**src/logic/cache_pkg.sv**
```systemverilog
// Request command enum and default cache geometry constants

package cache_pkg;

    // ========================================================================
    // Request commands
    // ========================================================================

    // Command from the cache controller, sampled every cycle
    typedef enum logic [2:0] {
        CMD_NONE       = 3'd0,
        CMD_LOAD       = 3'd1,
        CMD_STORE      = 3'd2,
        // Hit-or-fill variants used while servicing a miss
        CMD_LOAD_MISS  = 3'd3,
        CMD_STORE_MISS = 3'd4
    } req_cmd_e;

    // ========================================================================
    // Default geometry
    // ========================================================================

    // Byte address width
    localparam int DEF_ADDR_W   = 16;
    // One block of data
    localparam int DEF_DATA_W   = 32;
    // 4-byte blocks
    localparam int DEF_OFFSET_W = 2;
    localparam int DEF_NUM_SETS = 4;
    // Associativity
    localparam int DEF_NUM_WAYS = 4;

endpackage

```
**src/logic/set_lookup.sv**
```systemverilog
// Set lookup module with tag compare and lowest empty way search

`timescale 1ns/1ps

module set_lookup import cache_pkg::*; #(
    parameter int ADDR_W   = DEF_ADDR_W,
    parameter int OFFSET_W = DEF_OFFSET_W,
    parameter int NUM_SETS = DEF_NUM_SETS,
    parameter int NUM_WAYS = DEF_NUM_WAYS,
    localparam int SET_W   = $clog2(NUM_SETS),
    localparam int TAG_W   = ADDR_W - SET_W - OFFSET_W
) (
    input  logic [ADDR_W-1:0]               req_addr_i,
    input  logic [NUM_WAYS-1:0]             set_valid_i,
    input  logic [NUM_WAYS-1:0][TAG_W-1:0]  set_tags_i,
    output logic                            hit_o,
    output logic [NUM_WAYS-1:0]             hit_way_o,
    output logic                            empty_found_o,
    output logic [NUM_WAYS-1:0]             empty_way_o
);

    logic [TAG_W-1:0] req_tag;

    // Tag sits above index and offset
    assign req_tag = req_addr_i[ADDR_W-1 -: TAG_W];

    // Only valid ways can match
    always_comb begin
        for (int w = 0; w < NUM_WAYS; w++) begin
            hit_way_o[w] = set_valid_i[w] && (set_tags_i[w] == req_tag);
        end
    end

    assign hit_o = |hit_way_o;

    // Priority search, lowest-numbered invalid way wins
    always_comb begin
        empty_way_o = '0;
        for (int w = NUM_WAYS - 1; w >= 0; w--) begin
            if (!set_valid_i[w]) begin
                empty_way_o = '0;
                empty_way_o[w] = 1'b1;
            end
        end
    end

    assign empty_found_o = ~&set_valid_i;

    // Fills only happen on a miss, so a tag never lives twice in one set
    a_hit_onehot0: assert final ($onehot0(hit_way_o))
        else $error("set_lookup: tag matched in more than one way");

endmodule

```
**src/logic/lru_matrix.sv**
```systemverilog
// True-LRU pairwise use-history matrix with one-hot LRU way decode

`timescale 1ns/1ps

module lru_matrix import cache_pkg::*; #(
    parameter int NUM_SETS = DEF_NUM_SETS,
    parameter int NUM_WAYS = DEF_NUM_WAYS,
    localparam int SET_W   = $clog2(NUM_SETS),
    localparam int HIST_W  = (NUM_WAYS * (NUM_WAYS - 1)) / 2
) (
    input  logic                 clk_i,
    input  logic                 rst_i,
    input  logic [SET_W-1:0]     set_i,
    input  logic                 access_i,
    input  logic [NUM_WAYS-1:0]  access_way_i,
    output logic [NUM_WAYS-1:0]  lru_way_o
);

    // ========================================================================
    // History storage
    // ========================================================================

    // Bit (i,j), i < j, set when way i was used after way j
    logic [NUM_SETS-1:0][HIST_W-1:0] hist_q;
    logic [HIST_W-1:0]               hist_next;
    logic [HIST_W-1:0]               hist_cur;

    // Flat position of pair (i,j), rows packed upper-triangle style
    function automatic int pair_idx(input int i, input int j);
        return i * NUM_WAYS - (i * (i + 1)) / 2 + (j - i - 1);
    endfunction

    assign hist_cur = hist_q[set_i];

    // ========================================================================
    // Update on access
    // ========================================================================

    // Accessed way becomes newer than every other way of the set
    always_comb begin
        hist_next = hist_cur;
        for (int i = 0; i < NUM_WAYS; i++) begin
            for (int j = i + 1; j < NUM_WAYS; j++) begin
                if (access_way_i[i]) begin
                    hist_next[pair_idx(i, j)] = 1'b1;
                end
                if (access_way_i[j]) begin
                    hist_next[pair_idx(i, j)] = 1'b0;
                end
            end
        end
    end

    // All zero after reset, way 0 oldest
    always_ff @(posedge clk_i) begin
        if (rst_i) begin
            hist_q <= '0;
        end else if (access_i) begin
            hist_q[set_i] <= hist_next;
        end
    end

    // ========================================================================
    // LRU decode
    // ========================================================================

    always_comb begin
        logic older;
        for (int w = 0; w < NUM_WAYS; w++) begin
            older = 1'b1;
            for (int o = 0; o < NUM_WAYS; o++) begin
                // Lower way must be newer, higher way must be older-flag clear
                if (o < w) begin
                    older = older & hist_cur[pair_idx(o, w)];
                end else if (o > w) begin
                    older = older & ~hist_cur[pair_idx(w, o)];
                end
            end
            lru_way_o[w] = older;
        end
    end

    // History always encodes a total order, so exactly one way is oldest
    a_lru_onehot: assert property (@(posedge clk_i) disable iff (rst_i)
        $onehot(lru_way_o))
        else $error("lru_matrix: LRU way is not one-hot");

endmodule

```
**src/logic/cache_mem_array.sv**
```systemverilog
// Cache entry array with command decode, fill and replace choice, hit and eviction outputs

`timescale 1ns/1ps

module cache_mem_array import cache_pkg::*; #(
    parameter int ADDR_W   = DEF_ADDR_W,
    parameter int DATA_W   = DEF_DATA_W,
    parameter int OFFSET_W = DEF_OFFSET_W,
    parameter int NUM_SETS = DEF_NUM_SETS,
    parameter int NUM_WAYS = DEF_NUM_WAYS,
    localparam int SET_W   = $clog2(NUM_SETS),
    localparam int TAG_W   = ADDR_W - SET_W - OFFSET_W
) (
    input  logic                            clk_i,
    input  logic                            rst_i,
    input  req_cmd_e                        req_cmd_i,
    input  logic [ADDR_W-1:0]               req_addr_i,
    input  logic [DATA_W-1:0]               req_wdata_i,
    input  logic                            hit_i,
    input  logic [NUM_WAYS-1:0]             hit_way_i,
    input  logic                            empty_found_i,
    input  logic [NUM_WAYS-1:0]             empty_way_i,
    input  logic [NUM_WAYS-1:0]             lru_way_i,
    output logic [SET_W-1:0]                set_idx_o,
    output logic [NUM_WAYS-1:0]             set_valid_o,
    output logic [NUM_WAYS-1:0][TAG_W-1:0]  set_tags_o,
    output logic                            access_o,
    output logic [NUM_WAYS-1:0]             access_way_o,
    output logic                            hit_o,
    output logic [DATA_W-1:0]               rdata_o,
    output logic                            evict_valid_o,
    output logic                            evict_dirty_o,
    output logic [ADDR_W-1:0]               evict_addr_o,
    output logic [DATA_W-1:0]               evict_data_o
);

    // ========================================================================
    // Entry storage
    // ========================================================================

    // Control bits, cleared on reset
    logic [NUM_SETS-1:0][NUM_WAYS-1:0]             valid_q;
    logic [NUM_SETS-1:0][NUM_WAYS-1:0]             dirty_q;
    // Payload
    logic [NUM_SETS-1:0][NUM_WAYS-1:0][TAG_W-1:0]  tag_q;
    logic [NUM_SETS-1:0][NUM_WAYS-1:0][DATA_W-1:0] data_q;

    logic [TAG_W-1:0]    req_tag;
    logic                cmd_valid;
    logic                cmd_write;
    logic                cmd_fill;
    logic                fill_dirty;
    logic                store_hit;
    logic                fill_en;
    logic [NUM_WAYS-1:0] fill_way;
    logic [NUM_WAYS-1:0] wr_way;
    logic                wr_dirty;
    logic [DATA_W-1:0]   hit_data;
    logic [DATA_W-1:0]   victim_data;
    logic [TAG_W-1:0]    victim_tag;
    logic                victim_dirty;

    assign req_tag   = req_addr_i[ADDR_W-1 -: TAG_W];
    assign set_idx_o = req_addr_i[OFFSET_W +: SET_W];

    // Indexed set goes out to the lookup
    assign set_valid_o = valid_q[set_idx_o];
    assign set_tags_o  = tag_q[set_idx_o];

    // ========================================================================
    // Command decode
    // ========================================================================

    always_comb begin
        cmd_valid  = 1'b1;
        cmd_write  = 1'b0;
        cmd_fill   = 1'b0;
        fill_dirty = 1'b0;
        case (req_cmd_i)
            CMD_LOAD: begin
            end
            CMD_STORE: begin
                cmd_write = 1'b1;
            end
            CMD_LOAD_MISS: begin
                cmd_fill = 1'b1;
            end
            CMD_STORE_MISS: begin
                cmd_write  = 1'b1;
                cmd_fill   = 1'b1;
                fill_dirty = 1'b1;
            end
            // Idle and unused encodings leave state alone
            default: begin
                cmd_valid = 1'b0;
            end
        endcase
    end

    assign hit_o     = cmd_valid && hit_i;
    assign store_hit = hit_o && cmd_write;
    // Fill only when the miss variant really misses
    assign fill_en   = cmd_fill && !hit_i;

    // Empty way first, then the LRU victim
    assign fill_way = empty_found_i ? empty_way_i : lru_way_i;

    // Plain misses are not accesses
    assign access_o     = hit_o || fill_en;
    assign access_way_o = hit_o ? hit_way_i : fill_way;

    assign wr_way   = ({NUM_WAYS{store_hit}} & hit_way_i) | ({NUM_WAYS{fill_en}} & fill_way);
    assign wr_dirty = store_hit || (fill_en && fill_dirty);

    // ========================================================================
    // Read and victim select
    // ========================================================================

    // One-hot AND-OR muxes over the indexed set
    always_comb begin
        hit_data     = '0;
        victim_data  = '0;
        victim_tag   = '0;
        victim_dirty = 1'b0;
        for (int w = 0; w < NUM_WAYS; w++) begin
            hit_data     = hit_data | ({DATA_W{hit_way_i[w]}} & data_q[set_idx_o][w]);
            victim_data  = victim_data | ({DATA_W{lru_way_i[w]}} & data_q[set_idx_o][w]);
            victim_tag   = victim_tag | ({TAG_W{lru_way_i[w]}} & tag_q[set_idx_o][w]);
            victim_dirty = victim_dirty | (lru_way_i[w] & dirty_q[set_idx_o][w]);
        end
    end

    // Old data even on a store hit
    assign rdata_o = hit_o ? hit_data : '0;

    // Eviction only when a fill finds the set full
    assign evict_valid_o = fill_en && !empty_found_i;
    assign evict_dirty_o = evict_valid_o && victim_dirty;
    assign evict_addr_o  = evict_valid_o ? {victim_tag, set_idx_o, {OFFSET_W{1'b0}}} : '0;
    assign evict_data_o  = evict_valid_o ? victim_data : '0;

    // ========================================================================
    // State update
    // ========================================================================

    always_ff @(posedge clk_i) begin
        if (rst_i) begin
            valid_q <= '0;
            dirty_q <= '0;
        end else begin
            for (int w = 0; w < NUM_WAYS; w++) begin
                if (wr_way[w]) begin
                    valid_q[set_idx_o][w] <= 1'b1;
                    dirty_q[set_idx_o][w] <= wr_dirty;
                end
            end
        end
    end

    always_ff @(posedge clk_i) begin
        for (int w = 0; w < NUM_WAYS; w++) begin
            if (wr_way[w]) begin
                data_q[set_idx_o][w] <= req_wdata_i;
                // Tag changes only when a new block is placed
                if (fill_en) begin
                    tag_q[set_idx_o][w] <= req_tag;
                end
            end
        end
    end

    // Lookup and LRU results together must never pick two ways
    a_one_write: assert property (@(posedge clk_i) disable iff (rst_i)
        $onehot0(wr_way))
        else $error("cache_mem_array: more than one way written");

endmodule

```
**src/logic/cache_mem.sv**
```systemverilog
// Cache storage top level joining the entry array, set lookup and LRU matrix

`timescale 1ns/1ps

module cache_mem import cache_pkg::*; #(
    parameter int ADDR_W   = DEF_ADDR_W,
    parameter int DATA_W   = DEF_DATA_W,
    parameter int OFFSET_W = DEF_OFFSET_W,
    parameter int NUM_SETS = DEF_NUM_SETS,
    parameter int NUM_WAYS = DEF_NUM_WAYS,
    localparam int SET_W   = $clog2(NUM_SETS),
    localparam int TAG_W   = ADDR_W - SET_W - OFFSET_W
) (
    input  logic               clk_i,
    input  logic               rst_i,
    input  req_cmd_e           req_cmd_i,
    input  logic [ADDR_W-1:0]  req_addr_i,
    input  logic [DATA_W-1:0]  req_wdata_i,
    output logic               hit_o,
    output logic [DATA_W-1:0]  rdata_o,
    output logic               evict_valid_o,
    output logic               evict_dirty_o,
    output logic [ADDR_W-1:0]  evict_addr_o,
    output logic [DATA_W-1:0]  evict_data_o
);

    // Indexed set from the array
    logic [SET_W-1:0]               set_idx;
    logic [NUM_WAYS-1:0]            set_valid;
    logic [NUM_WAYS-1:0][TAG_W-1:0] set_tags;
    // Lookup results
    logic                           hit;
    logic [NUM_WAYS-1:0]            hit_way;
    logic                           empty_found;
    logic [NUM_WAYS-1:0]            empty_way;
    // LRU traffic
    logic                           access;
    logic [NUM_WAYS-1:0]            access_way;
    logic [NUM_WAYS-1:0]            lru_way;

    cache_mem_array #(
        .ADDR_W   (ADDR_W),
        .DATA_W   (DATA_W),
        .OFFSET_W (OFFSET_W),
        .NUM_SETS (NUM_SETS),
        .NUM_WAYS (NUM_WAYS)
    ) cache_mem_array_i (
        .clk_i         (clk_i),
        .rst_i         (rst_i),
        .req_cmd_i     (req_cmd_i),
        .req_addr_i    (req_addr_i),
        .req_wdata_i   (req_wdata_i),
        .hit_i         (hit),
        .hit_way_i     (hit_way),
        .empty_found_i (empty_found),
        .empty_way_i   (empty_way),
        .lru_way_i     (lru_way),
        .set_idx_o     (set_idx),
        .set_valid_o   (set_valid),
        .set_tags_o    (set_tags),
        .access_o      (access),
        .access_way_o  (access_way),
        .hit_o         (hit_o),
        .rdata_o       (rdata_o),
        .evict_valid_o (evict_valid_o),
        .evict_dirty_o (evict_dirty_o),
        .evict_addr_o  (evict_addr_o),
        .evict_data_o  (evict_data_o)
    );

    set_lookup #(
        .ADDR_W   (ADDR_W),
        .OFFSET_W (OFFSET_W),
        .NUM_SETS (NUM_SETS),
        .NUM_WAYS (NUM_WAYS)
    ) set_lookup_i (
        .req_addr_i    (req_addr_i),
        .set_valid_i   (set_valid),
        .set_tags_i    (set_tags),
        .hit_o         (hit),
        .hit_way_o     (hit_way),
        .empty_found_o (empty_found),
        .empty_way_o   (empty_way)
    );

    lru_matrix #(
        .NUM_SETS (NUM_SETS),
        .NUM_WAYS (NUM_WAYS)
    ) lru_matrix_i (
        .clk_i        (clk_i),
        .rst_i        (rst_i),
        .set_i        (set_idx),
        .access_i     (access),
        .access_way_i (access_way),
        .lru_way_o    (lru_way)
    );

endmodule

```
**config.mk**
```make
export PLATFORM = sky130hd
export DESIGN_NAME = cache_mem
export DESIGN_NICKNAME = d
export VERILOG_FILES = /design/src/logic/cache_pkg.sv /design/src/logic/set_lookup.sv /design/src/logic/lru_matrix.sv /design/src/logic/cache_mem_array.sv /design/src/logic/cache_mem.sv
export SDC_FILE = /design/constraint.sdc
export NUM_CORES = 1
export LEC_CHECK = 0
export ABC_AREA = 1
export CORE_UTILIZATION = 55
export DETAILED_ROUTE_END_ITERATION = 6
export DONT_BUFFER_PORTS = 1
export HOLD_SLACK_MARGIN = 0.08
export PLACE_DENSITY_LB_ADDON = 0.12
export SLEW_MARGIN = 40
export SYNTH_ARGS = -nofsm -noshare
export SYNTH_HDL_FRONTEND = slang
export SYNTH_SLANG_ARGS = --single-unit
```
**constraint.sdc**
```tcl
create_clock -name clk_i -period 4.4 [get_ports clk_i]
set_clock_uncertainty 0.2 [all_clocks]
set_input_delay 0 -clock clk_i [delete_from_list [all_inputs] [get_ports clk_i]]
set_output_delay 0 -clock clk_i [all_outputs]
set_load 0.01 [all_outputs]
```
==> impl_metrics.toml, run 1 <==
[clock_tree]
post_cts_buffers = 0
clkSlewWorstSetupHoldPaths_ps = 60
h-tree-depth = 3
cts_buffers = 78
clock_sink_count = 760
cts-root-buf = "clkbuf_16"
cts_tree = "yes"
insertion_delay_ps = 630
clockBufferDepth = 3

[place]
port_buffers = 0
hpwl_mm = 57.5
place.gp.congestion = 0.942

[hold_path]
worstHoldStart = "req_wdata_i[16]"
hp-class = "in2reg"

[power]
power_density_nw_per_um2 = 413
p_leak_nw = 13.4
p_comb_frac = 0.059
power_frac_seq = 0.521
internal_power_mw = 11.8
switching_share = 0.224
vdd_drop_max_uv = 315
clockPowerShare = 0.419
p_sw_mw = 3.40

[final_layout]
mostFrequentLayoutCell = "nand2_1"
area_delta_synth_final_pct = 12.4
layout_common_cells = "976 x nand2_1, 704 x edfxtp_1, 367 x nor2_1, 219 x o22ai_1, 156 x inv_1"
drive_gt1_frac = 0.0822
fin_nets = 3196
fin_util = 0.624

[worst_setup_path]
crit_arrival_ps = 4090
crit_required_ps = 4200
critPathCaptureType = "output pin"
crit_type = "in2out"
crit_path_max_fanout = 21
crit_start = "req_addr_i[4]"
critPathLaunchType = "input pin"
reg2reg_from = "cache_mem_array_i.tag_q[23]$_DFFE_PP_"

[sta]
rsz0062_at_grt = "no"
tns_ps = 0
drv_slew = 0
setup_violations = 0
slew_headroom = 0.392
final-hold-violation-count = 0
clock.fmax_mhz = 233
worst_slew_pin_slew_ps = 912
post-route-period-util = 0.975
period_needed_ps = 4290

[run_status]
outcome = "completed"

[grt]
antenna_found_initial = 2
grt_max_degree = 105
gr-total-overflow = 0
grt_usage = 0.332
grt_pass1_vias = 23635
grt_pass1_wl_mm = 146

[detailed_routing]
ant_nets = 0
first_pass_iters = 5
via_per_inst = 6.09
drc_errors = 0
wl_per_cell_um = 25.2
drt_iter0_drc = 2464
wirelength_mm = 100
vias = 24211

[synth]
yosysSeqAreaShare = 0.681
ys_ff_latch = 760
synth_warnings = 0
syn_inst = 3069
ys_types = 39
syn-cell-area_um2 = 32700
synth.avg_cell_area_um2 = 10.7

[die]
fp.dieH_um = 246
dieArea_um2 = 60400
io_pins = 136
core_area_um2 = 58900
die_w_um = 246
initial_utilization = 0.555
num_rows = 89

[run]
drv_cap = 0
## cells by family (layout without fill, tap and decap cells)
logic type             Yosys count  count (layout)  synth area share
DFF                            760             760             0.681
other                            1               3          0.000115
AOI/OAI and AO/OA              468             468            0.0935
buffers and inverters          354             484            0.0467
and+or+nand+nor               1486            1486             0.179
## worst paths after layout
path,to,slack [ps],cells after the start
hold reg to reg,cache_mem_array_i.valid_q[15]$_SDFFE_PP0P_,250,2
setup reg to reg,cache_mem_array_i.data_q[57]$_DFFE_PP_,370,15
setup / recovery,evict_data_o[29],110,15
hold / removal,cache_mem_array_i.data_q[176]$_DFFE_PP_,100,1
## sequential cells by signal, indices dropped and copies added, names as in the netlist
signal,flops
cache_mem_array_i.data_q,512
cache_mem_array_i.dirty_q,16
cache_mem_array_i.tag_q,192
cache_mem_array_i.valid_q,16
lru_matrix_i.hist_q,24
## final cells by class
cell class	instances	area, um2
Sequential cell	760	22300
Multi-Input combinational cell	1956	8980
Clock buffer	99	2160
Fill cell	4662	22100
Clock inverter	38	280
Inverter	189	738
Antenna cell	1	2.50
Tap cell	773	967
Timing Repair Buffer	158	1380
## cell usage after synthesis (all sizes together)
library cell    n  area share
a21boi          1     0.00023
a21oi          81       0.013
a221oi         24      0.0064
a22o           24      0.0064
a22oi          36      0.0083
a2bb2oi         2     0.00054
a31oi          27      0.0052
a41oi          29      0.0078
buf            94       0.017
clkbuf         71      0.0082
clkinv          6     0.00069
conb            1     0.00011
dfxtp          56       0.034
edfxtp        704        0.65
inv           183       0.021
nand2         989        0.11
nand3         116       0.018
nand3b          2     0.00057
nand4           2     0.00038
nor2          377       0.045
o21ai          22      0.0034
o221ai          2     0.00054
o22a            1     0.00027
o22ai         219       0.042
## critical path, stage by stage
cell and delay [ps]:
dlygate4sd3_1 980, clkinvlp_4 490, nand3_1 210, nand2_1 90, nand2_1 80, nor2_1 50
nand2_1 70, nor2_2 60, buf_4 270, nor2_2 190, nand3_1 140, inv_2 280
nand2_2 360, a31oi_1 560, buf_4 220
## routing by layer
metal / vias to the layer above / track usage / routed length [um]
met2: 1368 / 0.549 / 48100
met4: 2 / 0.168 / 4820
met1: 11721 / 0.419 / 37400
li1: 10838 / - / -
met5: - / 0 / 13
met3: 282 / 0.0619 / 9650
## stage by stage
stage               power (mW)  instances  area, um2  setup WS (ps)  hold slack (ps)
finish                    15.2       3974      36800            111              103
detailed placement        8.82       3771      33600            750             -122
global route              15.6       3974      36800           5.77              122
floorplan                 8.62       3070      32700            693             -101
CTS                       15.2       3970      36700           24.5             81.5
global placement          8.81       3771      33600            806             -125
## power groups by stage
stage | clock [mW] | combinational [mW] | sequential, mW
detailed placement | 0 | 0.750 | 8.07
finish | 6.36 | 0.901 | 7.92
CTS | 6.41 | 0.880 | 7.92
global placement | 0 | 0.737 | 8.07
global route | 6.70 | 0.978 | 7.92
floorplan | 0 | 0.548 | 8.07
## timing repair
| item | 4_1_cts | 5_1_grt |
|---|---|---|
| resized for setup | 0 | 12 |
| setup endpoints to repair | 0 | 201 |
| hold buffers | 62 | 3 |
| endpoints found under the hold margin | 909 | 24 |
Note: power is estimated with default switching activity, not from simulation.
==> inputs of run 2 (changes only) <==
==> constraint.sdc (replaced) <==
create_clock -name clk_i -period 5.6 [get_ports clk_i]
set_clock_uncertainty 0.2 [all_clocks]
set_input_delay 0 -clock clk_i [delete_from_list [all_inputs] [get_ports clk_i]]
set_output_delay 0 -clock clk_i [all_outputs]
set_load 0.01 [all_outputs]
==> run 2 against run 1 <==
Cell count down 1.1%. Cell area decreased by 0.76%. Sequential power fell by 21%. Combinational power is 23% lower. Setup slack improved by 510 ps.
==> impl_metrics.toml, run 2 (synthesis gave the netlist of run 1 again) <==
[grt]
grt_usage = 0.319
met3_usage = 0.0599
grt_pass1_vias = 23140
grt_pass1_wl_mm = 142
antenna_found_initial = 1
gr-usage-met2 = 0.540
top_usage_layer = "met2"
use_met1 = 0.400
gr-total-overflow = 0
grt_max_degree = 104

[sta]
worst_slew_pin_slew_ps = 896
final-hold-violation-count = 0
slew_headroom = 0.402
tns_ps = 0
holdWs_ps = 88.0
worst_slack_ps = 623
clock.fmax_mhz = 201
post-route-period-util = 0.889
setup_violations = 0
drv_slew = 0
rsz0062_at_grt = "no"
period_needed_ps = 4980

[detailed_routing]
drt_iter0_drc = 2310
wirelength_mm = 96.2
wl_per_cell_um = 24.5
first_pass_iters = 6
drc_errors = 0
via_per_inst = 6.04
ant_nets = 0
vias = 23750

[clock_tree]
cts_resized = 0
cts-root-buf = "clkbuf_16"
post_cts_buffers = 0
clockBufferDepth = 3
clkSlewWorstSetupHoldPaths_ps = 60
cts_buffers = 79
cts_tree = "yes"
insertion_delay_ps = 630
clock_sink_count = 760
h-tree-depth = 3

[final_layout]
reg.largest.list = "cache_mem_array_i.data_q x512, cache_mem_array_i.tag_q x192, lru_matrix_i.hist_q x24"
layout_common_cells = "976 x nand2_1, 704 x edfxtp_1, 367 x nor2_1, 219 x o22ai_1, 157 x inv_1"
drive_gt1_frac = 0.0665
fillers = 4604
largest-register = "cache_mem_array_i.data_q"
fin_area_um2 = 36500
area_delta_synth_final_pct = 11.6
fin_nets = 3149
mostFrequentLayoutCell = "nand2_1"
largest_reg_flops = 512

[hold_path]
min_path_cells = 1
hp-class = "in2reg"
worstHoldStart = "req_wdata_i[16]"
hold-path-endpoint = "cache_mem_array_i.data_q[16]$_DFFE_PP_"

[worst_setup_path]
r2r_end = "cache_mem_array_i.tag_q[56]$_DFFE_PP_"
crit_path_max_fanout = 14
crit_required_ps = 5650
crit_type = "in2reg"
critPathCaptureType = "flop"
reg2reg_from = "cache_mem_array_i.tag_q[11]$_DFFE_PP_"
r2r_slack_ps = 1220
crit_start = "req_addr_i[5]"
crit_arrival_ps = 5030
critPathLaunchType = "input pin"
ff2ff_path_depth = 16

[die]
dieArea_um2 = 60400
die_w_um = 246
io_pins = 136
core_area_um2 = 58900
fp.dieH_um = 246
num_rows = 89
initial_utilization = 0.555

[power]
finalPower_mw = 12.1
power_density_nw_per_um2 = 333
p_leak_nw = 13.2
vdd_drop_max_uv = 275

[place]
place.gp.congestion = 0.921
hpwl_mm = 56.1
port_buffers = 0
postPlaceCellArea_um2 = 33300
dp_slack_ps = 1260

[run]
drv_cap = 0

[run_status]
outcome = "completed"
-- run 2: cell count changes in the layout (fill, tap and decap cells not counted), sizes merged, moves of 3 or more --
cell / before / now
buf: 93 / 46
clkinvlp: 6 / 0
inv: 183 / 189
bufinv: 3 / 8
clkinv: 35 / 38
dlymetal6s4s: 3 / 0
-- run 2: worst max-delay path by stage --
| stage | endpoint | slack (ps) | depth (start not counted) |
|---|---|---|---|
| 2_1_floorplan | cache_mem_array_i.tag_q[36]$_DFFE_PP_ | 1890 | 21 |
| 3_3_place_gp | cache_mem_array_i.tag_q[91]$_DFFE_PP_ | 1020 | 16 |
| 3_5_place_dp | cache_mem_array_i.tag_q[63]$_DFFE_PP_ | 1260 | 16 |
| 4_1_cts | cache_mem_array_i.tag_q[56]$_DFFE_PP_ | 710 | 14 |
| 5_1_grt | cache_mem_array_i.tag_q[56]$_DFFE_PP_ | 420 | 14 |
| 6_report | cache_mem_array_i.tag_q[56]$_DFFE_PP_ | 620 | 14 |
-- run 2: critical path, stage by stage --
cell	delay, ps
dlygate4sd3_1	1030
clkinv_1	650
nand2_1	310
nand2_1	70
nor2_1	120
nand3b_2	160
nor2_4	480
o21ai_0	180
dlygate4sd3_1	600
nand2_1	320
nand2_1	170
inv_2	390
nand2_1	90
inv_1	430
-- run 2: through the flow --
stage,utilization,std cells
2_1_floorplan,-,3070
4_1_cts,0.619,3930
6_report,0.619,3932
3_5_place_dp,0.565,3723
3_3_place_gp,0.565,3723
5_1_grt,0.619,3931
-- run 2: final cells by class --
type,instances,area [um2],area share
clock inverters,46,473,0.0130
inverters,189,724,0.0199
multi-input cells,1956,8960,0.246
flip-flops and latches,760,22300,0.610
repair buffers,110,1000,0.0274
clock buffers,97,2100,0.0575
diodes,1,2.50,0.0000686
well taps,773,967,0.0265
-- run 2: routing by layer --
metal	vias up	part of all wire	wire length, um
met5	-	0.00011	11
met4	2	0.040	3830
met3	231	0.082	7890
met2	1198	0.50	47700
met1	11562	0.38	36800
li1	10757	-	-
-- run 2: timing repair --
item | in CTS | in global routing
endpoints found under the setup margin | 0 | 0
hold buffers | 64 | 1
hold endpoints to repair | 888 | 12
-- run 2: report_power, final --
group / leakage (nW) / switching (mW) / internal (mW)
clock network: 1.26 / 2.18 / 3.05
logic: 5.52 / 0.510 / 0.184
registers: 6.42 / 0.00879 / 6.21
total: 13.2 / 2.70 / 9.45
